## config.mk

```make
export PLATFORM = sky130hd
export DESIGN_NAME = wb_dbus_arbiter
export DESIGN_NICKNAME = d
export VERILOG_FILES = /design/src/design/wb_dbus_pkg.sv /design/src/design/wb_dbus_arbiter.sv /design/src/design/wb_slave_route.sv /design/src/design/wb_slave_decode.sv /design/src/design/wb_master_select.sv
export SDC_FILE = /design/constraint.sdc
export NUM_CORES = 1
export LEC_CHECK = 0
export ABC_AREA = 1
export BUFFER_PORTS_ARGS = -buffer_cell sky130_fd_sc_hd__buf_2
export CORE_AREA = 2 2 173 175
export CTS_CLUSTER_DIAMETER = 60
export DETAILED_ROUTE_END_ITERATION = 7
export DIE_AREA = 0 0 175 177
export MAX_ROUTING_LAYER = met4
export REMOVE_ABC_BUFFERS = 1
export SETUP_SLACK_MARGIN = 0.1
export SLEW_MARGIN = 20
export SYNTH_ARGS = -nofsm -noshare
export SYNTH_HDL_FRONTEND = slang
export SYNTH_SLANG_ARGS = --single-unit
```

## constraint.sdc

```tcl
create_clock -name wb_clk -period 1.7 [get_ports wb_clk]
set_clock_uncertainty 0.15 [all_clocks]
set_input_delay 0.34 -clock wb_clk [delete_from_list [all_inputs] [get_ports wb_clk]]
set_output_delay 0.34 -clock wb_clk [all_outputs]
set_load 0.01 [all_outputs]
```

## src/design/wb_dbus_pkg.sv

```systemverilog
package wb_dbus_pkg;

   // Bus widths
   localparam int ADR_WIDTH = 32;
   localparam int DAT_WIDTH = 32;
   localparam int SEL_WIDTH = DAT_WIDTH / 8;

   typedef logic [ADR_WIDTH-1:0] adr_t;
   typedef logic [DAT_WIDTH-1:0] dat_t;
   typedef logic [SEL_WIDTH-1:0] sel_t;

   // Wishbone registered feedback cycle and burst type
   typedef logic [2:0] cti_t;
   typedef logic [1:0] bte_t;

   localparam int NUM_SLAVES = 4;

   // One bit per slave, select and handshakes
   typedef logic [NUM_SLAVES-1:0] slv_vec_t;

   // Slave positions in slv_vec_t and in the read data array
   localparam int SLV_DDR    = 0;
   localparam int SLV_PERIPH = 1;
   localparam int SLV_BYTE   = 2;
   localparam int SLV_RAM    = 3;

endpackage
```

## src/design/wb_dbus_arbiter.sv

```systemverilog
`timescale 1ns/1ps

module wb_dbus_arbiter
   import wb_dbus_pkg::*;
#(
   parameter int DDR_ADR_WIDTH = 28,
   parameter int RAM_ADR_WIDTH = 24,
   parameter int MATCH_WIDTH = 8,
   parameter logic [MATCH_WIDTH-1:0] PERIPH_ADR = 8'h92
)
(
   input  logic     wb_clk,
   input  logic     wb_rst,

   // CPU data master
   input  adr_t     wbm0_adr_i,
   input  dat_t     wbm0_dat_i,
   input  sel_t     wbm0_sel_i,
   input  logic     wbm0_we_i,
   input  logic     wbm0_cyc_i,
   input  logic     wbm0_stb_i,
   input  cti_t     wbm0_cti_i,
   input  bte_t     wbm0_bte_i,
   output dat_t     wbm0_dat_o,
   output logic     wbm0_ack_o,
   output logic     wbm0_err_o,
   output logic     wbm0_rty_o,

   // Debug master
   input  adr_t     wbm1_adr_i,
   input  dat_t     wbm1_dat_i,
   input  sel_t     wbm1_sel_i,
   input  logic     wbm1_we_i,
   input  logic     wbm1_cyc_i,
   input  logic     wbm1_stb_i,
   input  cti_t     wbm1_cti_i,
   input  bte_t     wbm1_bte_i,
   output dat_t     wbm1_dat_o,
   output logic     wbm1_ack_o,
   output logic     wbm1_err_o,
   output logic     wbm1_rty_o,

   // Slave side
   output adr_t     wbs_adr_o,
   output dat_t     wbs_dat_o,
   output sel_t     wbs_sel_o,
   output logic     wbs_we_o,
   output cti_t     wbs_cti_o,
   output bte_t     wbs_bte_o,
   output slv_vec_t wbs_cyc_o,
   output slv_vec_t wbs_stb_o,
   input  dat_t     wbs_dat_i [NUM_SLAVES],
   input  slv_vec_t wbs_ack_i,
   input  slv_vec_t wbs_err_i,
   input  slv_vec_t wbs_rty_i
);

   // Granted master request
   adr_t     bus_adr;
   dat_t     bus_dat;
   sel_t     bus_sel;
   logic     bus_we;
   logic     bus_cyc;
   logic     bus_stb;
   cti_t     bus_cti;
   bte_t     bus_bte;

   // Selected slave response
   dat_t     bus_dat_r;
   logic     bus_ack;
   logic     bus_err;
   logic     bus_rty;

   slv_vec_t slave_sel;

   wb_master_select u_master_select (
      .wbm0_adr_i (wbm0_adr_i),
      .wbm0_dat_i (wbm0_dat_i),
      .wbm0_sel_i (wbm0_sel_i),
      .wbm0_we_i  (wbm0_we_i),
      .wbm0_cyc_i (wbm0_cyc_i),
      .wbm0_stb_i (wbm0_stb_i),
      .wbm0_cti_i (wbm0_cti_i),
      .wbm0_bte_i (wbm0_bte_i),
      .wbm0_dat_o (wbm0_dat_o),
      .wbm0_ack_o (wbm0_ack_o),
      .wbm0_err_o (wbm0_err_o),
      .wbm0_rty_o (wbm0_rty_o),
      .wbm1_adr_i (wbm1_adr_i),
      .wbm1_dat_i (wbm1_dat_i),
      .wbm1_sel_i (wbm1_sel_i),
      .wbm1_we_i  (wbm1_we_i),
      .wbm1_cyc_i (wbm1_cyc_i),
      .wbm1_stb_i (wbm1_stb_i),
      .wbm1_cti_i (wbm1_cti_i),
      .wbm1_bte_i (wbm1_bte_i),
      .wbm1_dat_o (wbm1_dat_o),
      .wbm1_ack_o (wbm1_ack_o),
      .wbm1_err_o (wbm1_err_o),
      .wbm1_rty_o (wbm1_rty_o),
      .bus_adr_o  (bus_adr),
      .bus_dat_o  (bus_dat),
      .bus_sel_o  (bus_sel),
      .bus_we_o   (bus_we),
      .bus_cyc_o  (bus_cyc),
      .bus_stb_o  (bus_stb),
      .bus_cti_o  (bus_cti),
      .bus_bte_o  (bus_bte),
      .bus_dat_i  (bus_dat_r),
      .bus_ack_i  (bus_ack),
      .bus_err_i  (bus_err),
      .bus_rty_i  (bus_rty)
   );

   wb_slave_decode #(
      .DDR_ADR_WIDTH (DDR_ADR_WIDTH),
      .RAM_ADR_WIDTH (RAM_ADR_WIDTH),
      .MATCH_WIDTH   (MATCH_WIDTH),
      .PERIPH_ADR    (PERIPH_ADR)
   ) u_slave_decode (
      .wb_clk      (wb_clk),
      .wb_rst      (wb_rst),
      .bus_adr_i   (bus_adr),
      .slave_sel_o (slave_sel)
   );

   wb_slave_route u_slave_route (
      .slave_sel_i (slave_sel),
      .bus_adr_i   (bus_adr),
      .bus_dat_i   (bus_dat),
      .bus_sel_i   (bus_sel),
      .bus_we_i    (bus_we),
      .bus_cyc_i   (bus_cyc),
      .bus_stb_i   (bus_stb),
      .bus_cti_i   (bus_cti),
      .bus_bte_i   (bus_bte),
      .wbs_adr_o   (wbs_adr_o),
      .wbs_dat_o   (wbs_dat_o),
      .wbs_sel_o   (wbs_sel_o),
      .wbs_we_o    (wbs_we_o),
      .wbs_cti_o   (wbs_cti_o),
      .wbs_bte_o   (wbs_bte_o),
      .wbs_cyc_o   (wbs_cyc_o),
      .wbs_stb_o   (wbs_stb_o),
      .wbs_dat_i   (wbs_dat_i),
      .wbs_ack_i   (wbs_ack_i),
      .wbs_err_i   (wbs_err_i),
      .wbs_rty_i   (wbs_rty_i),
      .bus_dat_o   (bus_dat_r),
      .bus_ack_o   (bus_ack),
      .bus_err_o   (bus_err),
      .bus_rty_o   (bus_rty)
   );

endmodule

```

## src/design/wb_slave_route.sv

```systemverilog
`timescale 1ns/1ps

module wb_slave_route
   import wb_dbus_pkg::*;
(
   input  slv_vec_t slave_sel_i,

   // Request from the granted master
   input  adr_t     bus_adr_i,
   input  dat_t     bus_dat_i,
   input  sel_t     bus_sel_i,
   input  logic     bus_we_i,
   input  logic     bus_cyc_i,
   input  logic     bus_stb_i,
   input  cti_t     bus_cti_i,
   input  bte_t     bus_bte_i,

   // Shared slave request lines
   output adr_t     wbs_adr_o,
   output dat_t     wbs_dat_o,
   output sel_t     wbs_sel_o,
   output logic     wbs_we_o,
   output cti_t     wbs_cti_o,
   output bte_t     wbs_bte_o,

   // Per-slave strobes
   output slv_vec_t wbs_cyc_o,
   output slv_vec_t wbs_stb_o,

   // Slave responses
   input  dat_t     wbs_dat_i [NUM_SLAVES],
   input  slv_vec_t wbs_ack_i,
   input  slv_vec_t wbs_err_i,
   input  slv_vec_t wbs_rty_i,

   // Combined response back to the master side
   output dat_t     bus_dat_o,
   output logic     bus_ack_o,
   output logic     bus_err_o,
   output logic     bus_rty_o
);

   slv_vec_t ack_masked;
   slv_vec_t err_masked;
   slv_vec_t rty_masked;

   assign wbs_adr_o = bus_adr_i;
   assign wbs_dat_o = bus_dat_i;
   assign wbs_sel_o = bus_sel_i;
   assign wbs_we_o  = bus_we_i;
   assign wbs_cti_o = bus_cti_i;
   assign wbs_bte_o = bus_bte_i;

   // Only the selected slave sees the cycle
   assign wbs_cyc_o = {NUM_SLAVES{bus_cyc_i}} & slave_sel_i;
   assign wbs_stb_o = {NUM_SLAVES{bus_stb_i}} & slave_sel_i;

   // Ignore stray handshakes from slaves that are not selected
   assign ack_masked = wbs_ack_i & slave_sel_i;
   assign err_masked = wbs_err_i & slave_sel_i;
   assign rty_masked = wbs_rty_i & slave_sel_i;

   assign bus_ack_o = |ack_masked;
   assign bus_err_o = |err_masked;
   assign bus_rty_o = |rty_masked;

   // DDR data when the select is empty, as after reset
   always_comb begin
      bus_dat_o = wbs_dat_i[SLV_DDR];
      for (int i = 0; i < NUM_SLAVES; i++) begin
         if (slave_sel_i[i]) begin
            bus_dat_o = wbs_dat_i[i];
         end
      end
   end

endmodule

```

## src/design/wb_slave_decode.sv

```systemverilog
`timescale 1ns/1ps

module wb_slave_decode
   import wb_dbus_pkg::*;
#(
   parameter int DDR_ADR_WIDTH = 28,
   parameter int RAM_ADR_WIDTH = 24,
   parameter int MATCH_WIDTH = 8,
   parameter logic [MATCH_WIDTH-1:0] PERIPH_ADR = 8'h92
)
(
   input  logic     wb_clk,
   input  logic     wb_rst,
   input  adr_t     bus_adr_i,
   output slv_vec_t slave_sel_o
);

   logic     ram_hit;
   logic     ddr_hit;
   logic     periph_hit;
   slv_vec_t sel_next;
   slv_vec_t sel_r;

   // Region tests on the upper address bits
   assign ram_hit    = ~|bus_adr_i[ADR_WIDTH-1:RAM_ADR_WIDTH];
   assign ddr_hit    = ~|bus_adr_i[ADR_WIDTH-1:DDR_ADR_WIDTH];
   assign periph_hit = bus_adr_i[ADR_WIDTH-1 -: MATCH_WIDTH] == PERIPH_ADR;

   // RAM sits inside the DDR window, so it is tested first
   always_comb begin
      sel_next = '0;
      if (ram_hit) begin
         sel_next[SLV_RAM] = 1'b1;
      end else if (ddr_hit) begin
         sel_next[SLV_DDR] = 1'b1;
      end else if (periph_hit) begin
         sel_next[SLV_PERIPH] = 1'b1;
      end else begin
         // Nothing else claimed it
         sel_next[SLV_BYTE] = 1'b1;
      end
   end

   // Registered so the default slave has no path back to the master
   always_ff @(posedge wb_clk) begin
      if (wb_rst) begin
         sel_r <= '0;
      end else begin
         sel_r <= sel_next;
      end
   end

   assign slave_sel_o = sel_r;

endmodule

```

## src/design/wb_master_select.sv

```systemverilog
`timescale 1ns/1ps

module wb_master_select
   import wb_dbus_pkg::*;
(
   // CPU data master
   input  adr_t wbm0_adr_i,
   input  dat_t wbm0_dat_i,
   input  sel_t wbm0_sel_i,
   input  logic wbm0_we_i,
   input  logic wbm0_cyc_i,
   input  logic wbm0_stb_i,
   input  cti_t wbm0_cti_i,
   input  bte_t wbm0_bte_i,
   output dat_t wbm0_dat_o,
   output logic wbm0_ack_o,
   output logic wbm0_err_o,
   output logic wbm0_rty_o,

   // Debug master
   input  adr_t wbm1_adr_i,
   input  dat_t wbm1_dat_i,
   input  sel_t wbm1_sel_i,
   input  logic wbm1_we_i,
   input  logic wbm1_cyc_i,
   input  logic wbm1_stb_i,
   input  cti_t wbm1_cti_i,
   input  bte_t wbm1_bte_i,
   output dat_t wbm1_dat_o,
   output logic wbm1_ack_o,
   output logic wbm1_err_o,
   output logic wbm1_rty_o,

   // Shared request towards the slave side
   output adr_t bus_adr_o,
   output dat_t bus_dat_o,
   output sel_t bus_sel_o,
   output logic bus_we_o,
   output logic bus_cyc_o,
   output logic bus_stb_o,
   output cti_t bus_cti_o,
   output bte_t bus_bte_o,

   // Response from the selected slave
   input  dat_t bus_dat_i,
   input  logic bus_ack_i,
   input  logic bus_err_i,
   input  logic bus_rty_i
);

   logic cpu_grant;
   logic dbg_grant;

   // Debug port wins whenever it holds cyc
   assign dbg_grant = wbm1_cyc_i;
   assign cpu_grant = wbm0_cyc_i & ~wbm1_cyc_i;

   assign bus_adr_o = dbg_grant ? wbm1_adr_i : wbm0_adr_i;
   assign bus_dat_o = dbg_grant ? wbm1_dat_i : wbm0_dat_i;
   assign bus_sel_o = dbg_grant ? wbm1_sel_i : wbm0_sel_i;
   assign bus_we_o  = dbg_grant ? wbm1_we_i  : wbm0_we_i;
   assign bus_cyc_o = dbg_grant ? wbm1_cyc_i : wbm0_cyc_i;
   assign bus_stb_o = dbg_grant ? wbm1_stb_i : wbm0_stb_i;
   assign bus_cti_o = dbg_grant ? wbm1_cti_i : wbm0_cti_i;
   assign bus_bte_o = dbg_grant ? wbm1_bte_i : wbm0_bte_i;

   // Read data goes to both, handshakes only to the owner
   assign wbm0_dat_o = bus_dat_i;
   assign wbm0_ack_o = bus_ack_i & cpu_grant;
   assign wbm0_err_o = bus_err_i & cpu_grant;
   assign wbm0_rty_o = bus_rty_i & cpu_grant;

   assign wbm1_dat_o = bus_dat_i;
   assign wbm1_ack_o = bus_ack_i & dbg_grant;
   assign wbm1_err_o = bus_err_i & dbg_grant;
   assign wbm1_rty_o = bus_rty_i & dbg_grant;

endmodule

```

# After elaboration in Yosys (flattened, before gate mapping)
# Cells that the tools add are included.
[classes]
reduce_logical = 7
n_mux = 15
n_bitwise = 15
eq_ne = 1
[op_table]
columns = ["operator", "n"]
rows = [
  ["32-bit two-way mux", 5],
  ["4-bit AND", 5],
  ["4-bit OR reduction", 4],
  ["8-bit == test (second input constant)", 1],
  ["8-bit OR reduction", 1],
  ["1-bit AND", 7],
  ["1-bit two-way mux", 7],
  ["4-bit two-way mux", 1],
  ["3-bit two-way mux", 1],
  ["1-bit NOT", 3],
  ["3-bit OR reduction", 1],
  ["2-bit two-way mux", 1],
  ["2-bit OR reduction", 1],
]
[totals]
register_bits = 4
out_inout_bits = 152

# Depth between registers and ports, before layout
# Gate-level depths: netlist (run 1).
[logic_depth]
word_depth = 4
mapped_depth = 8

# Modules after synthesis
# Synthesis (run 1) repeated with hierarchy kept, for this count alone.
[hier_totals]
cells_unflattened = 741
hier_area_um2 = 3651.0
[by_module_without_submodules]
columns = ["mod", "instances", "area_per_inst_um2", "seq_area_each_um2", "cells_each"]
rows = [
  ["wb_slave_route", 1, 1938.1, 0.0, 385],
  ["wb_master_select", 1, 1505.2, 0.0, 321],
  ["wb_slave_decode", 1, 207.7, 80.1, 35],
]

# Worst setup path before layout (run 1)
# No wires, ideal clock.
[synth_path]
kind = "register to output"
startpoint = "register u_slave_decode.sel_r[3] (netlist: u_slave_decode.slave_sel_o[3])"
endpoint = "output port wbm1_dat_o[2]"
t_required_ps = 1210
path_stages_with_launch = 7
arrival_time_ps = 1287
path_slack_ps = -77
path_cell_list = "dfxtp_1 > buf_2 > clkinv_1 > clkbuf_1 > nor2_1 > a21oi_1 > buf_4"
[synth_between]
elab_chain_len = 1
[synth_rtl]
columns = ["element", "line", "text"]
rows = [
  ["start, declared", "wb_slave_decode.sv:22", "slv_vec_t sel_r;"],
  ["start signal, assigned", "wb_slave_decode.sv:49", "sel_r <= sel_next;"],
  ["32-bit two-way mux", "wb_slave_route.sv:71", "if (slave_sel_i[i]) begin"],
  ["end, declared", "wb_dbus_arbiter.sv:38", "output dat_t wbm1_dat_o,"],
]
# No other way between the ends.

# Worst setup path in the final report (run 1)
[layout_path]
startpoint = "register u_slave_decode.sel_r[1] (netlist: u_slave_decode.slave_sel_o[1])"
endpoint = "output port wbm1_dat_o[24]"
[layout_between]
elab_chain_len = 3
[layout_rtl]
columns = ["element", "line"]
rows = [
  ["32-bit two-way mux (3 in series)", "wb_slave_route.sv:71"],
]
# No other way between the ends.

==> flow_metrics.py, run 1 <==
metrics = {
    "run_status": {
        "status": "complete, but fails checks",
        "violations": "negative setup slack",
    },
    "critical_path": {
        "end_kind": "output pin",
        "crit_arrival_ns": 1.51,
        "path_class": "reg2out",
        "worstPathRequired_ns": 1.21,
        "start_kind": "register",
        "critPathMaxFanout": 7,
    },
    "logic_synthesis": {
        "netlist_area_um2": 2600,
        "synth_cell_types": 21,
        "yosys-top-cells-count": "nand2_1, a21oi_1, nor2_1, buf_4",
        "postSynthCellCount": 540,
        "synth_edf_count": 0,
        "async_flop_share_pct": 0,
        "synthTopCellsByArea": "nand2_1, a21oi_1, buf_4",
        "avgSynthCellArea_um2": 4.82,
        "yosysTopAreaCell": "nand2_1",
        "ys.warnings.count": 0,
        "ys_seq_area_share_pct": 3.08,
        "yosysTopAreaCellShare_pct": 34.7,
        "yosysMostFrequentCell": "nand2_1",
        "synth_ff_type": "dfxtp_1",
        "synth-seq-cells": 4,
    },
    "global_routing": {
        "grt.overflow.total": 0,
        "grt_pass1_vias": 4799,
        "grt_max_degree": 36,
        "antenna_found_initial": 3,
        "grt_first_pass_wirelength_mm": 31.1,
        "grt_usage_pct": 14.0,
    },
    "finish": {
        "nets": 1262,
        "drive_gt1_share_pct": 59.9,
        "syn_to_final_growth_pct": 138,
        "finalNonFillerCells": 1359,
        "largest_reg_flops": 4,
        "fill_cells": 3383,
    },
    "power": {
        "power_mw": 2.15,
        "powerDensity_nw_per_um2": 346,
        "ir_drop_mv": 0.196,
        "p_leak_nw": 3.55,
    },
    "clock_tree": {
        "ctsHtreeMaxLevel": 1,
        "numCtsBuffers": 3,
        "cts_tree": "built",
        "clock_sinks": 4,
        "clkSlewWorstSetupHoldPaths_ns": 0.03,
        "cts_buffer_depth": 2,
        "cts_hold_buffers": 0,
        "root_buffer": "clkbuf_16",
    },
    "placement": {
        "placement.io_buffers": 445,
        "gp_congestion": 0.838,
        "dp_hpwl_mm": 18.7,
        "dp_cells": 1325,
    },
    "worst_hold_path": {
        "holdPathEnd": "u_slave_decode.slave_sel_o[1]$_SDFF_PP0_",
        "hold_class": "in2reg",
        "min_from": "wb_rst",
        "whs_path_depth": 4,
    },
    "sta": {
        "finalSetupViolCount": 72,
        "fmax_mhz": 500,
        "rsz0062_at_grt": "true",
        "finalCriticalPeriod_ns": 2.00,
        "finalCritPeriodShare_pct": 118,
        "fin_tns_setup_ns": -16.16,
        "layout_setup_ws_ns": -0.301,
        "drv_slew": 0,
        "max_slew.worst_pin.slew_ns": 0.308,
        "relSlewSlack_pct": 79.4,
        "hold_violations": 0,
    },
    "floorplan": {
        "num_rows": 63,
        "die_h_um": 177,
        "initial_core_util_pct": 8.90,
        "core_um2": 29200,
        "io_pins": 446,
        "dieWidth_um": 175,
        "die-area_um2": 31000,
    },
    "drt": {
        "vias_per_cell": 3.91,
        "wl_per_cell_um": 17.8,
        "vias": 5312,
        "remaining_drc_errors": 0,
        "routed_wl_mm": 24.2,
        "firstDrtPassIters": 4,
        "drt_iter0_markers": 212,
        "antenna_left": 0,
    },
    "job": {
        "cap_violations": 0,
    },
}
## metal layers
| layer | up-vias | global-route usage [%] | part of all wire [%] |
|---|---|---|---|
| li1 | 2544 | - | - |
| met1 | 2376 | 17.3 | 41 |
| met2 | 361 | 24.6 | 50 |
| met3 | 31 | 1.59 | 6.7 |
| met4 | 0 | 2.99 | 2.3 |
| met5 | - | - | 0 |
## worst max path at each step
stage / endpoint / start / cells past startpoint
floorplan: wbm0_dat_o[0] / u_slave_decode.slave_sel_o[2]$_SDFF_PP0_ / 3
global placement: wbm1_dat_o[0] / u_slave_decode.slave_sel_o[1]$_SDFF_PP0_ / 6
detailed placement: wbm0_dat_o[0] / u_slave_decode.slave_sel_o[1]$_SDFF_PP0_ / 6
CTS: wbm1_dat_o[24] / u_slave_decode.slave_sel_o[1]$_SDFF_PP0_ / 6
global route: wbm1_dat_o[24] / u_slave_decode.slave_sel_o[1]$_SDFF_PP0_ / 6
finish: wbm1_dat_o[24] / u_slave_decode.slave_sel_o[1]$_SDFF_PP0_ / 6
## kinds of logic (layout without fill, tap and decap cells)
logic type             after synthesis  in the layout  share of synthesized area [%]
AO/OA/AOI/OAI                      105            105                           24.3
AND/OR/NAND/NOR                    341            341                           53.0
flip-flops                           4              4                           3.08
other                                0              3                              0
multiplexers                         1              1                          0.384
buffers and inverters               89            515                           19.3
## what timing repair did
| action | 4_1_cts | 5_1_grt |
|---|---|---|
| resized for setup | 89 | 48 |
| setup endpoints to repair | 138 | 97 |
| setup buffers | 11 | 3 |
| pin swaps | 56 | 31 |
| cloned | 10 | 5 |
## through the flow
stage | setup WS, ns | cell area [µm²] | util (%) | hold slack [ns]
after global routing | -0.343 | 6210 | 21.2 | 0.283
final | -0.301 | 6210 | 21.2 | 0.244
after floorplan | -0.882 | 2180 | - | 0.372
after CTS | -0.312 | 5920 | 20.2 | 0.241
after detailed placement | -0.113 | 5170 | 17.7 | 0.480
after global placement | -0.122 | 5170 | 17.7 | 0.469
## critical path: stages (launching register included)
cell	delay, ns
dfxtp_4	0.37
buf_12	0.16
buf_6	0.12
or2_2	0.28
o211ai_1	0.10
a21oi_2	0.09
buf_2	0.16
## placed cells by master, fill, tap and decap left out, drive strengths merged
master    n
a21oi    64
a22o      6
buf     486
bufbuf    2
clkbuf    7
dfxtp     4
diode     3
inv      20
mux2i     1
nand2   245
nand3     1
nor2     63
o211ai   32
o21ai     3
or2      32
## where the power goes
group / switching, mW / total, mW / internal (mW)
sequential: 0.00435 / 0.0988 / 0.0944
clock: 0.0635 / 0.364 / 0.300
combinational: 0.863 / 1.68 / 0.821
total: 0.931 / 2.15 / 1.22
## final cells by class
cell class              instances  area (µm²)  area share (%)
clock buffers                   3        75.1            1.21
diodes                          3        7.51           0.121
inverters                      20         103            1.65
well taps                     390         488            7.86
flip-flops and latches          4        92.6            1.49
repair buffers                492        3180            51.2
multi-input cells             447        2260            36.5
Note: power is estimated with default switching activity, not from simulation.
==> inputs of run 2 (changes only) <==
--- a/config.mk
+++ b/config.mk
@@ -7,14 +7,13 @@
 export LEC_CHECK = 0
 export ABC_AREA = 1
 export BUFFER_PORTS_ARGS = -buffer_cell sky130_fd_sc_hd__buf_2
+export CAP_MARGIN = 10
 export CORE_AREA = 2 2 173 175
 export CTS_CLUSTER_DIAMETER = 60
 export DETAILED_ROUTE_END_ITERATION = 7
 export DIE_AREA = 0 0 175 177
 export MAX_ROUTING_LAYER = met4
-export REMOVE_ABC_BUFFERS = 1
 export SETUP_SLACK_MARGIN = 0.1
-export SLEW_MARGIN = 20
 export SYNTH_ARGS = -nofsm -noshare
 export SYNTH_HDL_FRONTEND = slang
 export SYNTH_SLANG_ARGS = --single-unit
==> run 2 against run 1 <==
- the run still ends with negative setup slack left
- non-clock buffer count decreased by 8
- first-iteration DRC count decreased by 26%
- final area increased by 1.3%
- via count decreased by 1.3%
- worst setup slack improved by 0.073 ns
- critical endpoint is now wbm0_dat_o[12]
- largest cell class unchanged
==> flow_metrics.py, run 2 (synthesized netlist as in run 1, its figures left out) <==
metrics = {
    "global_routing": {
        "antenna_found_initial": 4,
        "grt_first_pass_wirelength_mm": 28.2,
        "grt_max_degree": 36,
        "grt_usage_pct": 12.4,
        "grt.overflow.total": 0,
        "grt_pass1_vias": 4933,
    },
    "floorplan": {
        "num_rows": 63,
        "io_pins": 446,
        "dieWidth_um": 175,
        "die_h_um": 177,
        "initial_core_util_pct": 8.90,
        "die-area_um2": 31000,
        "core_um2": 29200,
    },
    "clock_tree": {
        "ctsHtreeMaxLevel": 1,
        "root_buffer": "clkbuf_16",
        "clkSlewWorstSetupHoldPaths_ns": 0.03,
        "cts_tree": "built",
        "clock_sinks": 4,
        "cts_buffer_depth": 2,
        "numCtsBuffers": 3,
    },
    "power": {
        "powerDensity_nw_per_um2": 349,
        "p_leak_nw": 3.58,
        "ir_drop_mv": 0.273,
    },
    "placement": {
        "dp_hpwl_mm": 16.8,
        "placement.io_buffers": 445,
        "gp_congestion": 0.884,
    },
    "finish": {
        "drive_gt1_share_pct": 65.9,
        "final_common_cell": "buf_2",
        "final_util_pct": 21.5,
        "largest_reg_flops": 4,
        "syn_to_final_growth_pct": 141,
        "nets": 1254,
        "mostFrequentLayoutCells": "buf_2, nand2_1, nor2_1",
    },
    "drt": {
        "antenna_left": 0,
        "drt_iter0_markers": 156,
        "vias_per_cell": 3.88,
        "vias": 5242,
        "wl_per_cell_um": 16.1,
        "firstDrtPassIters": 4,
        "remaining_drc_errors": 0,
        "routed_wl_mm": 21.8,
    },
    "critical_path": {
        "path_class": "reg2out",
        "crit_chain": "buf_12, or2_2, o211ai_1, a21oi_2, buf_2",
        "end_kind": "output pin",
        "cp.buffers_inverters": 2,
        "max_stage_delay_ns": 0.36,
        "cpMaxStageDelayCell": "dfxtp_4",
        "critPathMaxFanout": 29,
        "worstPathRequired_ns": 1.21,
        "start_kind": "register",
        "crit_family": "flip-flops",
        "crit_arrival_ns": 1.44,
    },
    "sta": {
        "fin_tns_setup_ns": -12.22,
        "drv_slew": 0,
        "max_slew.worst_pin.slew_ns": 0.325,
        "layout_setup_ws_ns": -0.228,
        "finalCriticalPeriod_ns": 1.93,
        "fmax_mhz": 519,
        "rsz0062_at_grt": "true",
        "relSlewSlack_pct": 78.2,
        "hold_violations": 0,
        "finalCritPeriodShare_pct": 113,
        "finalSetupViolCount": 70,
    },
    "run_status": {
        "violations": "negative setup slack",
        "status": "complete, but fails checks",
    },
    "job": {
        "cap_violations": 0,
    },
    "worst_hold_path": {
        "hold_class": "in2reg",
        "holdPathEnd": "u_slave_decode.slave_sel_o[2]$_SDFF_PP0_",
        "whs_path_depth": 4,
        "min_from": "wb_rst",
    },
    "logic_synthesis": {
        "syn_nets": 834,
    },
}
run 2: layer usage:
metal / GRT usage (%) / up-vias / part of all wire (%)
met2: 22.3 / 329 / 51
met4: 4.69 / 0 / 4.1
li1: - / 2531 / -
met1: 13.9 / 2347 / 39
met3: 1.72 / 35 / 6.1
met5: - / - / 0
run 2: timing repair:
item | 4_1_cts | 5_1_grt
endpoints found under the setup margin | 131 | 120
hold buffers | 0 | 0
pin swaps | 12 | 28
buffers inserted | 5 | 1
gates cloned | 7 | 6
resized for setup | 67 | 92
run 2: per-stage QoR:
| step | power, mW | instance area (µm²) | hold WS [ns] | cells | setup WS, ns |
|---|---|---|---|---|---|
| after floorplan | 0.843 | 2750 | 0.372 | 540 | 0.0642 |
| after global placement | 1.52 | 5280 | 0.484 | 1327 | -0.167 |
| after detailed placement | 1.53 | 5280 | 0.479 | 1327 | -0.147 |
| after CTS | 2.06 | 5790 | 0.246 | 1342 | -0.251 |
| after global routing | 2.36 | 6290 | 0.279 | 1352 | -0.261 |
| final | 2.20 | 6290 | 0.250 | 1352 | -0.228 |
run 2: power breakdown:
part / internal (mW) / switching, mW / total [mW]
clock network: 0.300 / 0.0616 / 0.362
registers: 0.0945 / 0.00806 / 0.103
logic: 0.857 / 0.874 / 1.73
run 2: area by class of cell:
class,instances,area [µm²]
multi-input combinational,447,2450
antenna,4,10.0
fill,3369,23000
clock buffer,3,75.1
sequential,4,92.6
timing repair buffer,484,3070
tap,390,488
inverter,20,97.6
run 2: worst max path at each step:
stage | startpoint | endpoint | slack, ns | depth (start not counted)
after floorplan | u_slave_decode.slave_sel_o[2]$_SDFF_PP0_ | wbm1_dat_o[22] | 0.06 | 6
after global placement | u_slave_decode.slave_sel_o[1]$_SDFF_PP0_ | wbm0_dat_o[12] | -0.17 | 5
after detailed placement | u_slave_decode.slave_sel_o[1]$_SDFF_PP0_ | wbm0_dat_o[11] | -0.15 | 5
after CTS | u_slave_decode.slave_sel_o[1]$_SDFF_PP0_ | wbm0_dat_o[11] | -0.25 | 5
after global routing | u_slave_decode.slave_sel_o[1]$_SDFF_PP0_ | wbm1_dat_o[20] | -0.26 | 5
final | u_slave_decode.slave_sel_o[1]$_SDFF_PP0_ | wbm0_dat_o[12] | -0.23 | 5
==> inputs of run 3 (changes only) <==
--- a/config.mk
+++ b/config.mk
@@ -13,6 +13,8 @@
 export DETAILED_ROUTE_END_ITERATION = 7
 export DIE_AREA = 0 0 175 177
 export MAX_ROUTING_LAYER = met4
+export PLACE_DENSITY = 0.36
+export RECOVER_POWER = 100
 export SETUP_SLACK_MARGIN = 0.1
 export SYNTH_ARGS = -nofsm -noshare
 export SYNTH_HDL_FRONTEND = slang
==> run 3 against run 2 <==
- die area is the same
- final area shrank 4.6%
- core utilization shrank 0.98 points
- clock power is essentially flat
- largest power group unchanged
- first-iteration DRC count shrank 29%
- sequential share of layout area grew 0.070 points
- non-clock buffer count grew 9
- final cell count grew 0.44%
- the run still ends with negative setup slack left
==> flow_metrics.py, run 3 (synthesized netlist as in run 1, its figures left out) <==
metrics = {
    "run_status": {
        "status": "complete, but fails checks",
        "violations": "negative setup slack",
    },
    "floorplan": {
        "initial_core_util_pct": 8.90,
        "core_um2": 29200,
        "die_h_um": 177,
        "num_rows": 63,
        "io_pins": 446,
        "dieWidth_um": 175,
        "die-area_um2": 31000,
    },
    "clock_tree": {
        "cts_buffer_depth": 2,
        "clkSlewWorstSetupHoldPaths_ns": 0.03,
        "cts_tree": "built",
        "numCtsBuffers": 3,
        "clock_sinks": 4,
        "ctsHtreeMaxLevel": 1,
        "root_buffer": "clkbuf_16",
    },
    "critical_path": {
        "worstPathRequired_ns": 1.21,
        "path_class": "reg2out",
        "critPathMaxFanout": 35,
        "crit_chain": "buf_12, or2_2, o211ai_1, a21oi_2, buf_2",
        "max_stage_delay_ns": 0.33,
        "end_kind": "output pin",
        "crit_arrival_ns": 1.40,
        "crit_family": "flip-flops",
        "start_kind": "register",
        "cpMaxStageDelayCell": "dfxtp_2",
        "cp.buffers_inverters": 2,
    },
    "sta": {
        "layout_setup_ws_ns": -0.193,
        "fmax_mhz": 528,
        "rsz0062_at_grt": "true",
        "fin_tns_setup_ns": -10.65,
        "finalCriticalPeriod_ns": 1.89,
        "drv_slew": 0,
        "finalSetupViolCount": 90,
        "hold_violations": 0,
        "finalCritPeriodShare_pct": 111,
        "max_slew.worst_pin.slew_ns": 0.403,
        "relSlewSlack_pct": 73.2,
    },
    "global_routing": {
        "grt.overflow.total": 0,
        "grt_pass1_vias": 5091,
        "grt_first_pass_wirelength_mm": 30.8,
        "grt_usage_pct": 13.5,
        "antenna_found_initial": 1,
        "grt_max_degree": 36,
    },
    "placement": {
        "place_ws_ns": -0.116,
        "placement.io_buffers": 445,
        "gp_congestion": 0.785,
        "dp_hpwl_mm": 18.0,
    },
    "finish": {
        "largest_reg_flops": 4,
        "final_util_pct": 20.5,
        "mostFrequentLayoutCells": "buf_2, nand2_1, nor2_1",
        "fill_cells": 3457,
        "final_common_cell": "buf_2",
        "drive_gt1_share_pct": 60.8,
        "nets": 1263,
        "regArea_um2": 92.6,
        "syn_to_final_growth_pct": 130,
        "multi_input_area_um2": 2270,
    },
    "job": {
        "cap_violations": 0,
    },
    "drt": {
        "vias_per_cell": 3.74,
        "antenna_left": 0,
        "vias": 5084,
        "highest_layer": "met4",
        "met3_wirelength_mm": 1.64,
        "drt_iter0_markers": 110,
        "m1WireLength_mm": 8.43,
        "wl_met2_mm": 12.2,
        "routed_wl_mm": 22.5,
        "wl_per_cell_um": 16.6,
        "firstDrtPassIters": 4,
        "remaining_drc_errors": 0,
    },
    "power": {
        "ir_drop_mv": 0.253,
        "powerDensity_nw_per_um2": 349,
        "p_leak_nw": 3.47,
    },
    "worst_hold_path": {
        "whs_path_depth": 4,
        "holdPathEnd": "u_slave_decode.slave_sel_o[1]$_SDFF_PP0_",
        "min_from": "wb_rst",
        "hold_class": "in2reg",
    },
    "logic_synthesis": {
        "syn_nets": 834,
    },
}
==> run 3: changes by cell type in the layout (fill, tap and decap cells not counted), sizes merged <==
cell and delta:
buf -3, clkbuf +12, clkinv +2, diode -3
inv -2
==> run 3: timing repair <==
action / 4_1_cts / 5_1_grt
setup buffers: 3 / 4
gates resized for setup: 53 / 35
cloned: 10 / 3
pin swaps: 5 / 16
endpoints found under the setup margin: 129 / 101
hold buffers: 0 / 0
==> run 3: area by class of cell <==
type                            count  share of cell area, %
Inverter                           20                   1.81
Clock buffer                        3                   1.25
Sequential cell                     4                   1.54
Multi-Input combinational cell    447                   37.8
Tap cell                          390                   8.13
Timing Repair Buffer              493                   49.4
Antenna cell                        1                 0.0417
==> run 3: stage by stage <==
stage          hold WS (ns)  instances  cell area [µm²]  power (mW)
3_3_place_gp          0.512       1335             5350        1.56
4_1_cts               0.269       1351             5900        2.11
3_5_place_dp          0.508       1335             5350        1.56
6_report              0.273       1358             6000        2.09
2_1_floorplan         0.372        540             2750       0.843
5_1_grt               0.280       1357             6000        2.27
==> run 3: how the worst max path moves through the flow <==
stage	from	end	slack, ns	cells after the start
finish	u_slave_decode.slave_sel_o[1]$_SDFF_PP0_	wbm0_dat_o[9]	-0.19	5
global route	u_slave_decode.slave_sel_o[1]$_SDFF_PP0_	wbm1_dat_o[9]	-0.23	5
CTS	u_slave_decode.slave_sel_o[2]$_SDFF_PP0_	wbm0_dat_o[19]	-0.21	4
detailed placement	wbm1_cyc_i	wbs_cyc_o[0]	-0.12	5
global placement	wbm1_cyc_i	wbs_cyc_o[0]	-0.1	5
floorplan	u_slave_decode.slave_sel_o[2]$_SDFF_PP0_	wbm1_dat_o[22]	0.06	6
==> run 3: power by group <==
group,switching (mW),internal [mW],leakage [nW]
Clock,0.0614,0.300,0.0370
Combinational,0.821,0.801,3.39
Sequential,0.0134,0.0950,0.0351
==> run 3: layer usage <==
metal  vias up  global-route usage [%]
met5         -                       -
met3        20                    1.52
met2       302                    26.6
met4         0                    1.56
met1      2217                    14.8
li1       2545                       -
